$ cat config.mk
export PLATFORM = sky130hd
export DESIGN_NAME = pmu_top
export DESIGN_NICKNAME = d
export VERILOG_FILES = /design/src/design/pmu_pkg.sv /design/src/design/pmu_core_ctrl.sv /design/src/design/pmu_csr.sv /design/src/design/pmu_top.sv
export SDC_FILE = /design/constraint.sdc
export NUM_CORES = 1
export LEC_CHECK = 0
export BUFFER_PORTS_ARGS = -buffer_cell sky130_fd_sc_hd__buf_2
export CORE_UTILIZATION = 61
export CTS_BUF_LIST = sky130_fd_sc_hd__clkbuf_2
export DETAILED_ROUTE_END_ITERATION = 6
export GPL_ROUTABILITY_DRIVEN = 0
export PLACE_DENSITY_LB_ADDON = 0.2
export REMOVE_ABC_BUFFERS = 1
export SLEW_MARGIN = 30
export SYNTH_ARGS = -nofsm -noshare
export SYNTH_HDL_FRONTEND = slang
export SYNTH_SLANG_ARGS = --single-unit
$ cat constraint.sdc
create_clock -name clk_i -period 9.6 [get_ports clk_i]
set_input_delay 0.96 -clock clk_i [delete_from_list [all_inputs] [get_ports clk_i]]
set_output_delay 0.96 -clock clk_i [all_outputs]
set_load 0.1 [all_outputs]
$ cat src/design/pmu_pkg.sv
`default_nettype none

package pmu_pkg;

    localparam int unsigned CSR_ADDR_W  = 12;
    localparam int unsigned CSR_DATA_W  = 32;
    localparam int unsigned TIMEOUT_W   = 32;
    localparam int unsigned PMU_STATE_W = 2;

    typedef logic [CSR_ADDR_W-1:0] csr_addr_t;
    typedef logic [CSR_DATA_W-1:0] csr_data_t;
    typedef logic [TIMEOUT_W-1:0]  timeout_t;

    // Custom machine-mode CSR window
    localparam csr_addr_t PMU_ENABLE_ADDR        = 12'h7C0;
    localparam csr_addr_t PMU_CONFIG_ADDR        = 12'h7C1;
    localparam csr_addr_t PMU_IDLE_TIMEOUT_ADDR  = 12'h7C2;
    localparam csr_addr_t PMU_SLEEP_TIMEOUT_ADDR = 12'h7C3;
    localparam csr_addr_t PMU_STATUS_ADDR        = 12'h7C4;  // Read only

    // Cycles
    localparam timeout_t DEFAULT_IDLE_TIMEOUT  = 32'd16;
    localparam timeout_t DEFAULT_SLEEP_TIMEOUT = 32'd64;

    // Bit positions in the configuration word
    localparam int unsigned CFG_AGGRESSIVE_BIT = 0;
    localparam int unsigned CFG_CACHE_GATE_BIT = 1;
    localparam int unsigned CFG_RETENTION_BIT  = 2;
    localparam int unsigned CFG_PWR_GATE_BIT   = 3;

    typedef struct packed {
        logic     aggressive_gating;  // Gate after one idle cycle
        logic     cache_gating_en;
        logic     retention_mode;
        logic     power_gating_en;
        timeout_t idle_timeout;
        timeout_t sleep_timeout;
    } power_config_t;

    // Per-core power state, also reported in the status word
    typedef enum logic [PMU_STATE_W-1:0] {
        PMU_ACTIVE = 2'd0,
        PMU_LIGHT  = 2'd1,
        PMU_SLEEP  = 2'd2,
        PMU_WAKE   = 2'd3
    } pmu_state_e;

endpackage

`default_nettype wire

$ cat src/design/pmu_core_ctrl.sv
`timescale 1ns/1ps
`default_nettype none

module pmu_core_ctrl #(
    parameter int unsigned WAKE_DELAY = 4
) (
    input  logic                   clk_i,
    input  logic                   rst_ni,

    input  pmu_pkg::power_config_t power_config_i,
    input  logic                   pm_enable_i,

    input  logic                   core_idle_i,
    input  logic                   wake_i,

    output pmu_pkg::pmu_state_e    state_o,
    output logic                   core_clk_en_o,
    output logic                   cache_clk_en_o,
    output logic                   core_pwr_en_o,
    output logic                   retention_o
);

    import pmu_pkg::*;

    localparam int unsigned WCNT_W = (WAKE_DELAY > 1) ? $clog2(WAKE_DELAY) : 1;

    typedef logic [WCNT_W-1:0] wcnt_t;

    // Last cycle spent in PMU_WAKE
    localparam wcnt_t WCNT_LAST = wcnt_t'((WAKE_DELAY > 0) ? WAKE_DELAY - 1 : 0);

    typedef struct packed {
        logic core_clk_en;
        logic cache_clk_en;
        logic core_pwr_en;
        logic retention;
    } gate_t;

    localparam gate_t GATE_ON = '{
        core_clk_en:  1'b1,
        cache_clk_en: 1'b1,
        core_pwr_en:  1'b1,
        retention:    1'b0
    };

    pmu_state_e state_q;
    pmu_state_e state_d;
    timeout_t   cnt_q;        // Idle count, then sleep count
    timeout_t   cnt_d;
    timeout_t   cnt_inc;
    timeout_t   idle_thresh;
    wcnt_t      wcnt_q;
    wcnt_t      wcnt_d;
    gate_t      gate_q;
    gate_t      gate_d;
    logic       stay_idle;

    function automatic gate_t decode_gate(pmu_state_e st, power_config_t cfg);
        gate_t g;
        g = GATE_ON;
        case (st)
            PMU_LIGHT: begin
                g.core_clk_en  = 1'b0;
                g.cache_clk_en = ~cfg.cache_gating_en;
            end
            PMU_SLEEP: begin
                g.core_clk_en  = 1'b0;
                g.cache_clk_en = 1'b0;
                g.core_pwr_en  = 1'b0;
                g.retention    = cfg.retention_mode;
            end
            PMU_WAKE: begin
                // Power is back, clocks wait for the delay
                g.core_clk_en  = 1'b0;
                g.cache_clk_en = 1'b0;
            end
            default: begin
                g = GATE_ON;
            end
        endcase
        return g;
    endfunction

    // Any non-idle cycle, wake or disable counts as activity
    assign stay_idle = pm_enable_i & core_idle_i & ~wake_i;

    assign idle_thresh = power_config_i.aggressive_gating ? timeout_t'(1)
                                                          : power_config_i.idle_timeout;
    assign cnt_inc     = cnt_q + timeout_t'(1);

    always_comb begin
        state_d = state_q;
        cnt_d   = cnt_q;
        wcnt_d  = wcnt_q;
        case (state_q)
            PMU_ACTIVE: begin
                if (!stay_idle) begin
                    cnt_d = '0;
                end else if (cnt_inc >= idle_thresh) begin
                    state_d = PMU_LIGHT;
                    cnt_d   = '0;   // Reused as sleep count
                end else begin
                    cnt_d = cnt_inc;
                end
            end
            PMU_LIGHT: begin
                if (!stay_idle) begin
                    state_d = PMU_ACTIVE;
                    cnt_d   = '0;
                end else if (cnt_inc >= power_config_i.sleep_timeout) begin
                    // Without power gating the count parks here
                    if (power_config_i.power_gating_en) begin
                        state_d = PMU_SLEEP;
                        cnt_d   = '0;
                    end
                end else begin
                    cnt_d = cnt_inc;
                end
            end
            PMU_SLEEP: begin
                if (!stay_idle) begin
                    state_d = PMU_WAKE;
                    wcnt_d  = '0;
                end
            end
            PMU_WAKE: begin
                if (wcnt_q == WCNT_LAST) begin
                    state_d = PMU_ACTIVE;
                    wcnt_d  = '0;
                end else begin
                    wcnt_d = wcnt_q + wcnt_t'(1);
                end
            end
            default: begin
                state_d = PMU_ACTIVE;
                cnt_d   = '0;
                wcnt_d  = '0;
            end
        endcase
    end

    // Outputs follow the next state so they switch with it
    assign gate_d = decode_gate(state_d, power_config_i);

    always_ff @(posedge clk_i or negedge rst_ni) begin
        if (!rst_ni) begin
            state_q <= PMU_ACTIVE;
            cnt_q   <= '0;
            wcnt_q  <= '0;
            gate_q  <= GATE_ON;
        end else begin
            state_q <= state_d;
            cnt_q   <= cnt_d;
            wcnt_q  <= wcnt_d;
            gate_q  <= gate_d;
        end
    end

    assign state_o        = state_q;
    assign core_clk_en_o  = gate_q.core_clk_en;
    assign cache_clk_en_o = gate_q.cache_clk_en;
    assign core_pwr_en_o  = gate_q.core_pwr_en;
    assign retention_o    = gate_q.retention;

endmodule

`default_nettype wire

$ cat src/design/pmu_csr.sv
`timescale 1ns/1ps
`default_nettype none

module pmu_csr #(
    parameter int unsigned NUM_CORES = 1
) (
    input  logic                                         clk_i,
    input  logic                                         rst_ni,

    input  logic                                         csr_access_i,
    input  pmu_pkg::csr_addr_t                           csr_addr_i,
    input  logic                                         csr_write_i,
    input  pmu_pkg::csr_data_t                           csr_wdata_i,
    output pmu_pkg::csr_data_t                           csr_rdata_o,

    input  logic [pmu_pkg::PMU_STATE_W*NUM_CORES-1:0]    core_state_i,

    output pmu_pkg::power_config_t                       power_config_o,
    output logic                                         pm_enable_o
);

    import pmu_pkg::*;

    power_config_t cfg_q;
    logic          pm_enable_q;
    logic          csr_we;
    csr_data_t     cfg_word;
    csr_data_t     status_word;

    assign csr_we = csr_access_i & csr_write_i;

    always_ff @(posedge clk_i or negedge rst_ni) begin
        if (!rst_ni) begin
            pm_enable_q             <= 1'b0;
            cfg_q.aggressive_gating <= 1'b0;
            cfg_q.cache_gating_en   <= 1'b0;
            cfg_q.retention_mode    <= 1'b0;
            cfg_q.power_gating_en   <= 1'b0;
            cfg_q.idle_timeout      <= DEFAULT_IDLE_TIMEOUT;
            cfg_q.sleep_timeout     <= DEFAULT_SLEEP_TIMEOUT;
        end else if (csr_we) begin
            case (csr_addr_i)
                PMU_ENABLE_ADDR: begin
                    pm_enable_q <= csr_wdata_i[0];
                end
                PMU_CONFIG_ADDR: begin
                    cfg_q.aggressive_gating <= csr_wdata_i[CFG_AGGRESSIVE_BIT];
                    cfg_q.cache_gating_en   <= csr_wdata_i[CFG_CACHE_GATE_BIT];
                    cfg_q.retention_mode    <= csr_wdata_i[CFG_RETENTION_BIT];
                    cfg_q.power_gating_en   <= csr_wdata_i[CFG_PWR_GATE_BIT];
                end
                PMU_IDLE_TIMEOUT_ADDR: begin
                    cfg_q.idle_timeout <= timeout_t'(csr_wdata_i);
                end
                PMU_SLEEP_TIMEOUT_ADDR: begin
                    cfg_q.sleep_timeout <= timeout_t'(csr_wdata_i);
                end
                default: begin
                    // Status and unmapped addresses drop the write
                end
            endcase
        end
    end

    always_comb begin
        cfg_word                     = '0;
        cfg_word[CFG_AGGRESSIVE_BIT] = cfg_q.aggressive_gating;
        cfg_word[CFG_CACHE_GATE_BIT] = cfg_q.cache_gating_en;
        cfg_word[CFG_RETENTION_BIT]  = cfg_q.retention_mode;
        cfg_word[CFG_PWR_GATE_BIT]   = cfg_q.power_gating_en;
    end

    // Two bits per core from bit 0 up, zero above
    assign status_word = csr_data_t'(core_state_i);

    always_comb begin
        csr_rdata_o = '0;
        if (csr_access_i) begin
            case (csr_addr_i)
                PMU_ENABLE_ADDR:        csr_rdata_o = {31'b0, pm_enable_q};
                PMU_CONFIG_ADDR:        csr_rdata_o = cfg_word;
                PMU_IDLE_TIMEOUT_ADDR:  csr_rdata_o = csr_data_t'(cfg_q.idle_timeout);
                PMU_SLEEP_TIMEOUT_ADDR: csr_rdata_o = csr_data_t'(cfg_q.sleep_timeout);
                PMU_STATUS_ADDR:        csr_rdata_o = status_word;
                default:                csr_rdata_o = '0;
            endcase
        end
    end

    // Registered values go straight out
    assign power_config_o = cfg_q;
    assign pm_enable_o    = pm_enable_q;

endmodule

`default_nettype wire

$ cat src/design/pmu_top.sv
`timescale 1ns/1ps
`default_nettype none

module pmu_top #(
    parameter int unsigned NUM_CORES  = 2,
    parameter int unsigned WAKE_DELAY = 4
) (
    input  logic                  clk_i,
    input  logic                  rst_ni,

    // CSR port, single cycle
    input  logic                  csr_access_i,
    input  pmu_pkg::csr_addr_t    csr_addr_i,
    input  logic                  csr_write_i,
    input  pmu_pkg::csr_data_t    csr_wdata_i,
    output pmu_pkg::csr_data_t    csr_rdata_o,

    input  logic [NUM_CORES-1:0]  core_idle_i,
    input  logic [NUM_CORES-1:0]  wake_i,
    output logic [NUM_CORES-1:0]  core_clk_en_o,
    output logic [NUM_CORES-1:0]  cache_clk_en_o,
    output logic [NUM_CORES-1:0]  core_pwr_en_o,
    output logic [NUM_CORES-1:0]  retention_o
);

    import pmu_pkg::*;

    power_config_t                          power_config;
    logic                                   pm_enable;
    pmu_state_e                             core_state [NUM_CORES];
    logic [PMU_STATE_W*NUM_CORES-1:0]       core_state_vec;

    pmu_csr #(
        .NUM_CORES      (NUM_CORES)
    ) u_csr (
        .clk_i          (clk_i),
        .rst_ni         (rst_ni),
        .csr_access_i   (csr_access_i),
        .csr_addr_i     (csr_addr_i),
        .csr_write_i    (csr_write_i),
        .csr_wdata_i    (csr_wdata_i),
        .csr_rdata_o    (csr_rdata_o),
        .core_state_i   (core_state_vec),
        .power_config_o (power_config),
        .pm_enable_o    (pm_enable)
    );

    for (genvar g = 0; g < NUM_CORES; g++) begin : gen_core
        pmu_core_ctrl #(
            .WAKE_DELAY     (WAKE_DELAY)
        ) u_core (
            .clk_i          (clk_i),
            .rst_ni         (rst_ni),
            .power_config_i (power_config),
            .pm_enable_i    (pm_enable),
            .core_idle_i    (core_idle_i[g]),
            .wake_i         (wake_i[g]),
            .state_o        (core_state[g]),
            .core_clk_en_o  (core_clk_en_o[g]),
            .cache_clk_en_o (cache_clk_en_o[g]),
            .core_pwr_en_o  (core_pwr_en_o[g]),
            .retention_o    (retention_o[g])
        );

        assign core_state_vec[PMU_STATE_W*g +: PMU_STATE_W] = core_state[g];  // Status packing
    end

endmodule

`default_nettype wire

==> results of run 1 <==
path summary, 6_finish.rpt:
check | from | endpoint | slack (ns) | cells after the start
hold / removal | rst_ni | gen_core[0].u_core.state_o[1] | 0.23 | 1
setup / recovery | gen_core[1].u_core.cnt_q[0] | gen_core[1].u_core.cnt_q[23] | 4.60 | 17
setup reg to reg | gen_core[1].u_core.cnt_q[0] | gen_core[1].u_core.cnt_q[23] | 4.60 | 17
max in group asynchronous | rst_ni | gen_core[1].u_core.cnt_q[20] | 8.08 | 2
hold reg to reg | gen_core[1].u_core.wcnt_q[0] | gen_core[1].u_core.wcnt_q[0] | 0.50 | 1
min in group clk_i | csr_wdata_i[6] | u_csr.power_config_o[6] | 0.37 | 3
cell usage in the layout, fill, tap and decap left out, drive strengths merged, types with 38 or more instances in the layout:
cell and n:
a21oi 76, buf 98, dfrtp 141, ha 132
inv 66, mux2 38, nand2 113, nand2b 49
nand3 40, nor2 65, o21ai 82, xnor2 38
cell type report:
cell class	count	area (sq um)	area share [%]
flip-flops and latches	149	3740	31.97
multi-input cells	929	6631	56.69
clock inverters	15	193.9	1.658
well taps	225	281.5	2.407
repair buffers	98	534.3	4.567
inverters	61	229.0	1.957
diodes	1	2.502	0.02139
clock buffers	17	85.08	0.7273
critical path: stages (launching register included):
cell	delay, ns
dfrtp_1	0.52
ha_1	0.28
and3_1	0.24
nand3_1	0.29
nor3_2	0.40
nand2_1	0.27
nor3_2	0.32
nand3_1	0.17
xnor2_1	0.26
ha_1	0.30
and4_1	0.17
a221oi_1	0.26
o21ai_0	0.17
or4b_4	0.58
o21ai_4	0.23
buf_16	0.23
a21oi_1	0.09
o21ai_1	0.14
power by group through the flow:
stage	logic (W)	registers [W]	clock network (W)
floorplan	0.00000629	0.000643	0
global placement	0.0000352	0.000642	0
detailed placement	0.0000357	0.000642	0
CTS	0.0000357	0.000632	0.000416
global route	0.0000398	0.000632	0.000439
finish	0.0000349	0.000631	0.000409
kinds of logic after synthesis:
group | after synthesis
AOI/OAI and AO/OA | 311
and+or+nand+nor | 391
adders and majority gates | 132
buffers and inverters | 120
muxes | 39
DFF | 149
xor gates and xnor gates | 56
state kept, by name, indices dropped and copies added (netlist names):
| register | flops |
|---|---|
| gen_core.u_core.cnt_q | 64 |
| u_csr.power_config_o | 68 |
| u_csr.pm_enable_o | 1 |
| gen_core.u_core.wcnt_q | 4 |
| gen_core.u_core.core_clk_en_o | 2 |
| gen_core.u_core.cache_clk_en_o | 2 |
| gen_core.u_core.core_pwr_en_o | 2 |
| gen_core.u_core.state_o | 4 |
| gen_core.u_core.retention_o | 2 |
through the flow:
step | area [sq um] | power, W
CTS | 11660 | 0.001084
global route | 11700 | 0.001111
floorplan | 10560 | 0.0006489
global placement | 11370 | 0.0006770
finish | 11700 | 0.001075
detailed placement | 11380 | 0.0006775
per-layer routing:
metal  GRT usage, %  vias up  wire length, um
met2          49.60      202            12520
li1               -     4471                -
met5              0        -                0
met1          40.42     4442            12170
met3          3.554       40              982
met4          10.92        0              641
==> run metrics, run 1 <==
Via-to-Cell Ratio 6.124; CP arrival between 5 and 6 ns; MaxCap Viol Count 0; dpl cells around 1500; total track usage a little under a third; fin cells about 1500; setup bufs post-CTS 0; Std-Cell Rows 48; number of I/O port buffers 91; ys flop type dfrtp_1; worst-path maximum fanout 22; main combinational cell family by area after synthesis simple AND/OR/NAND/NOR gates; Peak VDD IR 0.07768 mV; Yosys top cell area share between 30% and 40%; top post-synthesis cells by count 141 x dfrtp_1, 132 x ha_1, 113 x nand2_1; CTS Buf Count 17; Starting DRT DRC Count 681; CTS HTree Levels 4; P per Cell Area a little over 90 mW/mm^2; Clk Latency, worst-skew pair 0.77 ns; Int Pwr 0.0007935 W; number of antenna violations at the first check in global routing 1; syn avg cell area about 9 sq um; critical path launch point type flop; Lkg Pwr 5.848 nW; Logic pwr share 3.2%; core footprint roughly 0.017 sq mm; period utilization a little over half; Slew Viols, Final 0; Die Span X 135.4 um; post-route minimum period between 5 and 6 ns; Least-Margin Pin Slew roughly 0.89 ns; clk_skew ~0.037 ns; WS Path Type flop to flop; Seq/Total Area, Yosys approximately a third; Final Hold Fails 0; count leader, synth dfrtp_1; area grow syn2layout 7.770%; maximum clock frequency roughly 200 MHz; WHS ~0.23 ns; post-synthesis adder-cell area fraction 15.22%; Yosys top cell by area dfrtp_1; largest net degree at the start of global routing 96; RSZ-0062 raised after global routing no; setup TNS 0 ns; drt pass-1 iters 5; hold_buf cts 0; Root Driver clkbuf_2; Final WS setup ~4.6 ns; Yosys cell types 74; Compound-Gate Fraction of Synth Area between 10% and 20%; Fill cells roughly 1400; fin util between 60% and 70%; Seq pwr share about three fifths; Yosys reg bits around 150; Clk pwr share a little under two fifths; chip height between 100 and 150 um; simple-gate share of the synthesized area a little under a fifth; mux share of post-synthesis cell area approximately 4.0%; Ys Warns 0; dominant cells by area after synthesis dfrtp_1 33%, ha_1 15%, mux2_2 3.9%, nand2_1 3.9%, a21oi_1 3.5%; Post-synth ARST share 100.0%; clk sink count ~150; Slew Limit Headroom 40.57%; gr ovfl total 0; first-pass GRT wire length ~43 mm; Critical Path RT roughly 10 ns; Initial Util about 63%; Total Nets Final ~1400; Netlist Area Pre-Place 0.01085 sq mm; HP Class input port to async pin; Synth Instances 1198; layout cells sized above 1 16.08%; Switching Fraction roughly a quarter; pre-CTS setup slack 4.408 ns; routed len/inst 17.60 um; Reg clk slew, reported paths between 0.2 and 0.3 ns; Post-Synth XOR/XNOR Area between 4 and 5%; Routed Antenna Nets 0; Routed WL approximately 26 mm; Final HPWL DP about 20 mm; Die Area ~0.018 sq mm; Net Switching between 0.0002 and 0.0003 W; crit end category flop; vias in the first global route just under 9000; # DRC 0; Ports 92; Clock Path Buffers 2; vias after detailed routing roughly 9000; Post-synth EDFFs 0; status finished, final reports clean; final setup vio count 0; CTS tree yes; CTS resizes 0
Note: power is estimated with default switching activity, not from simulation.
==> inputs of run 2 (changes only) <==
--- a/config.mk
+++ b/config.mk
@@ -6,7 +6,7 @@
 export NUM_CORES = 1
 export LEC_CHECK = 0
 export BUFFER_PORTS_ARGS = -buffer_cell sky130_fd_sc_hd__buf_2
-export CORE_UTILIZATION = 61
+export CORE_UTILIZATION = 57
 export CTS_BUF_LIST = sky130_fd_sc_hd__clkbuf_2
 export DETAILED_ROUTE_END_ITERATION = 6
 export GPL_ROUTABILITY_DRIVEN = 0
==> constraint.sdc (replaced) <==
create_clock -name clk_i -period 4.3 [get_ports clk_i]
set_input_delay 0.43 -clock clk_i [delete_from_list [all_inputs] [get_ports clk_i]]
set_output_delay 0.43 -clock clk_i [all_outputs]
set_load 0.1 [all_outputs]
==> run 2 against run 1 <==
  * Clock power rose by 130%
  * Fmax grew 20%
  * First-iteration DRC count fell by 11%
  * Sequential cell count unchanged
  * Final area up 13%
  * Core utilization rose by 3.0 points
  * Combinational power increased to 3.1 times the previous value
  * Register-to-register slack worse by 4.5 ns
  * Highest routed layer unchanged
==> run metrics, run 2 (synthesis gave the netlist of run 1 again) <==
dpl cells 1531; chip height 140.0 um; Ports 92; area grow syn2layout 21.34%; Least-Margin Pin Slew between 0.8 and 0.9 ns; WS Path Type flop to flop; gr ovfl total 0; Clock Path Buffers 2; Routed WL 28.69 mm; hold depth 4; clk sink count around 150; FF-to-FF Start gen_core[0].u_core.cnt_q[0]; worst-path maximum fanout 10; # DRC 0; hold_sp csr_addr_i[0]; Total Nets Final about 1600; Final Hold Fails 0; CP arrival around 4.8 ns; layout cells sized above 1 23.90%; max reg flops approximately 70; CTS tree yes; Final WS setup 0.1387 ns; status finished, final reports clean; Slew Viols, Final 0; period utilization a little over nine tenths; fin cells around 1600; crit end category flop; Peak VDD IR just under 0.2 mV; WHS Endpoint u_csr.pm_enable_o; MaxCap Viol Count 0; most common cell after layout, fill and taps aside dfrtp_1; Reg clk slew, reported paths about 0.24 ns; maximum clock frequency 240.3 MHz; setup TNS 0 ns; clk_skew approximately 0.036 ns; Via-to-Cell Ratio between 5 and 6; Lkg Pwr roughly 6.6 nW; CTS HTree Levels 4; fin util 70.41%; first-pass GRT wire length between 40 and 50 mm; total track usage between 20 and 30%; CTS Buf Count 17; Root Driver clkbuf_2; Std-Cell Rows 50; Final HPWL DP about 20 mm; largest net degree at the start of global routing ~100; WHS ~0.12 ns; number of I/O port buffers 91; vias after detailed routing between 9000 and 10000; P per Cell Area roughly 190 mW/mm^2; core footprint approximately 0.019 sq mm; commonest non-fill, non-tap cells in the layout 139 x dfrtp_1, 131 x ha_1, 112 x nand2_1; routed len/inst 17.74 um; post-route minimum period roughly 4.2 ns; HP Class input port to flop; pre-CTS setup slack -0.1093 ns; r2r endpoint gen_core[0].u_core.cnt_q[18]; Clk Latency, worst-skew pair about 0.76 ns; Routed Antenna Nets 0; drt pass-1 iters 5; Die Area around 0.020 sq mm; Starting DRT DRC Count between 600 and 700; Critical Path RT ~5.0 ns; final setup vio count 0; FF-to-FF path depth 20; Die Span X between 100 and 150 um; vias in the first global route about 9000; number of antenna violations at the first check in global routing 1; Fill cells ~1400; Initial Util about three fifths; Slew Limit Headroom a little over two fifths; reg2reg setup slack ~0.14 ns; critical path launch point type flop
==> run 2: cell types whose count changed in the layout (fill, tap and decap cells not counted), moves of 6 or more <==
cell,previous run,this run
o21ai_1,7,13
buf_4,6,68
xnor2_1,38,31
dlygate4sd3_1,0,35
o21ai_0,72,66
xnor2_2,0,7
buf_12,0,9
==> run 2: worst max path at each step <==
stage | from | endpoint | slack (ns)
floorplan | gen_core[0].u_core.cnt_q[0] | gen_core[0].u_core.cnt_q[11] | -0.63
global placement | gen_core[0].u_core.cnt_q[1] | gen_core[0].u_core.cnt_q[8] | -0.11
detailed placement | gen_core[0].u_core.cnt_q[1] | gen_core[0].u_core.cnt_q[16] | -0.11
CTS | gen_core[0].u_core.cnt_q[1] | gen_core[0].u_core.cnt_q[21] | 0.006
global route | gen_core[1].u_core.cnt_q[2] | gen_core[1].u_core.cnt_q[22] | -0.03
finish | gen_core[0].u_core.cnt_q[0] | gen_core[0].u_core.cnt_q[18] | 0.14
==> run 2: area by class of cell <==
class	instances	area [sq um]	area share, %
repair buffers	209	1660	12.61
inverters	61	229.0	1.739
multi-input cells	930	6964	52.88
diodes	2	5.005	0.03800
clock buffers	17	85.08	0.6460
flip-flops and latches	149	3741	28.41
well taps	234	292.8	2.223
clock inverters	15	192.7	1.463
==> run 2: per-layer routing <==
layer	up-vias	share of wire (%)	wire length (um)	GRT usage, %
met5	-	0	0	0
met3	33	4.8	1376	4.821
li1	4695	-	-	-
met1	4524	47	13360	40.70
met4	0	1.4	392	6.709
met2	265	47	13560	48.29
==> run 2: critical path: stages (launching register included) <==
cell and delay, ns:
dfrtp_1 0.44, buf_4 0.16, and3_4 0.21, and3_1 0.21, buf_4 0.15, and3_2 0.22
nand3_1 0.13, buf_4 0.18, xnor2_1 0.15, ha_1 0.31, nand4_1 0.17, a211oi_2 0.29
a2111oi_1 0.09, buf_4 0.15, a311oi_4 0.33, nor2_2 0.10, a22o_4 0.29, buf_12 0.14
clkbuf_16 0.16, a31oi_1 0.17, a31oi_1 0.05
==> run 2: power by group <==
| part | switching [W] | internal, W | leakage (nW) |
|---|---|---|---|
| clock network | 0.000579 | 0.000342 | 0.162 |
| logic | 0.0000587 | 0.0000500 | 4.54 |
| registers | 0.00000227 | 0.00141 | 1.89 |
| total | 0.000640 | 0.00180 | 6.59 |
==> run 2: stage by stage <==
step | cell area [sq um] | power (W)
6_report | 13170 | 0.002439
5_1_grt | 13170 | 0.002521
2_1_floorplan | 10560 | 0.001449
4_1_cts | 12670 | 0.002454
3_5_place_dp | 11960 | 0.001515
3_3_place_gp | 11930 | 0.001514
==> run 2: timing repair <==
action | in CTS | in global routing
setup buffers | 2 | 9
resized for setup | 8 | 65
endpoints found under the setup margin | 33 | 72
pin swaps | 0 | 21
endpoints found under the hold margin | 166 | 0
cloned | 1 | 5
hold buffers | 35 | 0
==> inputs of run 3 (changes only) <==
--- a/config.mk
+++ b/config.mk
@@ -10,7 +10,8 @@
 export CTS_BUF_LIST = sky130_fd_sc_hd__clkbuf_2
 export DETAILED_ROUTE_END_ITERATION = 6
 export GPL_ROUTABILITY_DRIVEN = 0
-export PLACE_DENSITY_LB_ADDON = 0.2
+export HOLD_SLACK_MARGIN = 0.03
+export PLACE_DENSITY = 0.8
 export REMOVE_ABC_BUFFERS = 1
 export SLEW_MARGIN = 30
 export SYNTH_ARGS = -nofsm -noshare
==> run 3 against run 2 <==
  * The flow now finishes with violations (design-rule violations, negative setup slack)
  * Via count is 6.5% higher
  * First-iteration DRC count up 47%
  * Final area increased by 1.0%
  * Sequential cell count is the same
  * Clock skew increased by 0.0032 ns
  * Register-to-register slack worse by 0.21 ns
  * Critical path depth fell by 3
  * Die area unchanged
  * Worst hold slack got worse by 0.039 ns
==> run metrics, run 3 (synthesis gave the netlist of run 1 again) <==
reg2reg setup slack -0.07 ns; CTS tree yes; RSZ-0062 raised after global routing yes; Clock Path Buffers 2; vias after detailed routing 10130; Post-Layout Inst Area about 0.013 sq mm; Die Span X between 100 and 150 um; Clk Latency, worst-skew pair 0.79 ns; Std-Cell Rows 50; status finished with violations; MaxCap Viol Count 0; hold depth 4; Ports 92; CP arrival 5.06 ns; clk sink count roughly 150; number of I/O port buffers between 90 and 100; largest net degree at the start of global routing 96; Lkg Pwr around 6.7 nW; Initial Util between 50% and 60%; Final WS setup -0.07270 ns; met2 Use GR 50.18%; failing checks design-rule violations, negative setup slack; Critical Path RT 4.99 ns; number of antenna violations at the first check in global routing 0; post-route minimum period 4.373 ns; FF-to-FF path depth 17; clk_skew 0.03957 ns; Root Driver clkbuf_2; Least-Margin Pin Slew approximately 0.89 ns; Inserted Diodes 0; routed len/inst between 15 and 20 um; most common cell after layout, fill and taps aside dfrtp_1; FF-to-FF Start gen_core[0].u_core.cnt_q[13]; met3 usage under 10%; Fill cells approximately 1300; P per Cell Area 186.4 mW/mm^2; Final HPWL DP about 21 mm; layout cells sized above 1 24.66%; vias in the first global route 9504; max reg flops 68; Most Used Layer, Global Route met2; core footprint 0.01871 sq mm; Routed Antenna Nets 0; Via-to-Cell Ratio between 6 and 7; period utilization 101.7%; gr ovfl total 0; drt pass-1 iters 7; total track usage between 20% and 30%; first-pass GRT wire length ~46 mm; crit end category flop; Final Hold Fails 0; worst-path maximum fanout 5; CTS HTree Levels 4; Slew Limit Headroom between 40% and 50%; Peak VDD IR approximately 0.19 mV; Routed WL between 30 and 40 mm; chip height approximately 140 um; # DRC 2; CTS Buf Count 17; Starting DRT DRC Count about 890; Post-DP Area 0.01194 sq mm; setup TNS -0.2924 ns; maximum clock frequency between 200 and 250 MHz; WS Path Type flop to flop; final setup vio count 10; Sequential Area 0.003742 sq mm; hold_sp csr_addr_i[1]; Slew Viols, Final 0; area of the multi-input gates 0.007015 sq mm; area grow syn2layout 22.58%; Total Nets Final 1562; met1 Track Usage GR 39.10%; critical path launch point type flop; Reg clk slew, reported paths approximately 0.24 ns; Die Area between 0.015 and 0.02 sq mm; commonest non-fill, non-tap cells in the layout 138 x dfrtp_1, 130 x ha_1, 112 x nand2_1; WHS Endpoint u_csr.pm_enable_o; HP Class input port to flop; r2r endpoint gen_core[0].u_core.cnt_q[11]
[run 3: how the worst max path moves through the flow]
stage	startpoint	endpoint	slack [ns]	depth (start not counted)
global placement	gen_core[0].u_core.cnt_q[1]	gen_core[0].u_core.cnt_q[16]	0.11	18
floorplan	gen_core[0].u_core.cnt_q[0]	gen_core[0].u_core.cnt_q[11]	-0.63	17
global route	gen_core[0].u_core.cnt_q[1]	gen_core[0].u_core.cnt_q[15]	-0.18	18
CTS	gen_core[0].u_core.cnt_q[0]	gen_core[0].u_core.cnt_q[11]	0.0002	18
finish	gen_core[0].u_core.cnt_q[13]	gen_core[0].u_core.cnt_q[11]	-0.07	17
detailed placement	gen_core[0].u_core.cnt_q[0]	gen_core[0].u_core.cnt_q[31]	0.003	20
[run 3: timing repair]
action                                  in CTS  in global routing
gates resized for setup                      4                 79
hold buffers                                35                  0
hold endpoints to repair                   157                  0
endpoints found under the setup margin      11                 68
cloned                                       0                 11
setup buffers                                0                 14
pin swaps                                    1                 25
[run 3: area by class of cell]
type	count	area share, %
multi-input combinational	931	52.73
tap	234	2.200
clock buffer	17	0.6395
timing repair buffer	218	13.06
sequential	149	28.13
clock inverter	15	1.523
inverter	61	1.721
[run 3: metal layers]
| layer | part of all wire, % | up-vias |
|---|---|---|
| li1 | - | 4707 |
| met3 | 6.4 | 117 |
| met4 | 4.6 | 0 |
| met5 | 0 | - |
| met1 | 42 | 4856 |
| met2 | 47 | 453 |
[run 3: worst max-delay path: stages (launching register included)]
cell and delay, ns:
dfrtp_1 0.50, and3_1 0.23, and3_1 0.23, and4_4 0.26
and4_4 0.27, nand2_1 0.14, o21a_1 0.24, or2_2 0.34
ha_1 0.32, a21o_1 0.18, a21o_1 0.18, a221oi_2 0.19
o21ai_1 0.12, a21oi_2 0.28, a22o_4 0.29, buf_12 0.14
o21ai_0 0.09, a31oi_1 0.24
[run 3: power by group]
group | switching (W) | internal [W] | total (W)
clock network | 0.000575 | 0.000386 | 0.000961
logic | 0.0000613 | 0.0000479 | 0.000109
registers | 0.00000223 | 0.00141 | 0.00141
total | 0.000639 | 0.00184 | 0.00248
[run 3: per-stage QoR]
step                std cells  power [W]  setup WS [ns]  hold slack, ns  util (%)
finish                   1625   0.002480       -0.07270         0.08567     71.13
global route             1625   0.002562        -0.1799         0.06826     71.13
CTS                      1600   0.002485      0.0001861         0.08964     67.35
detailed placement       1533   0.001515       0.003229          0.4765     63.85
global placement         1533   0.001513         0.1076          0.4681     63.85
floorplan                1139   0.001449        -0.6265          0.1344         -
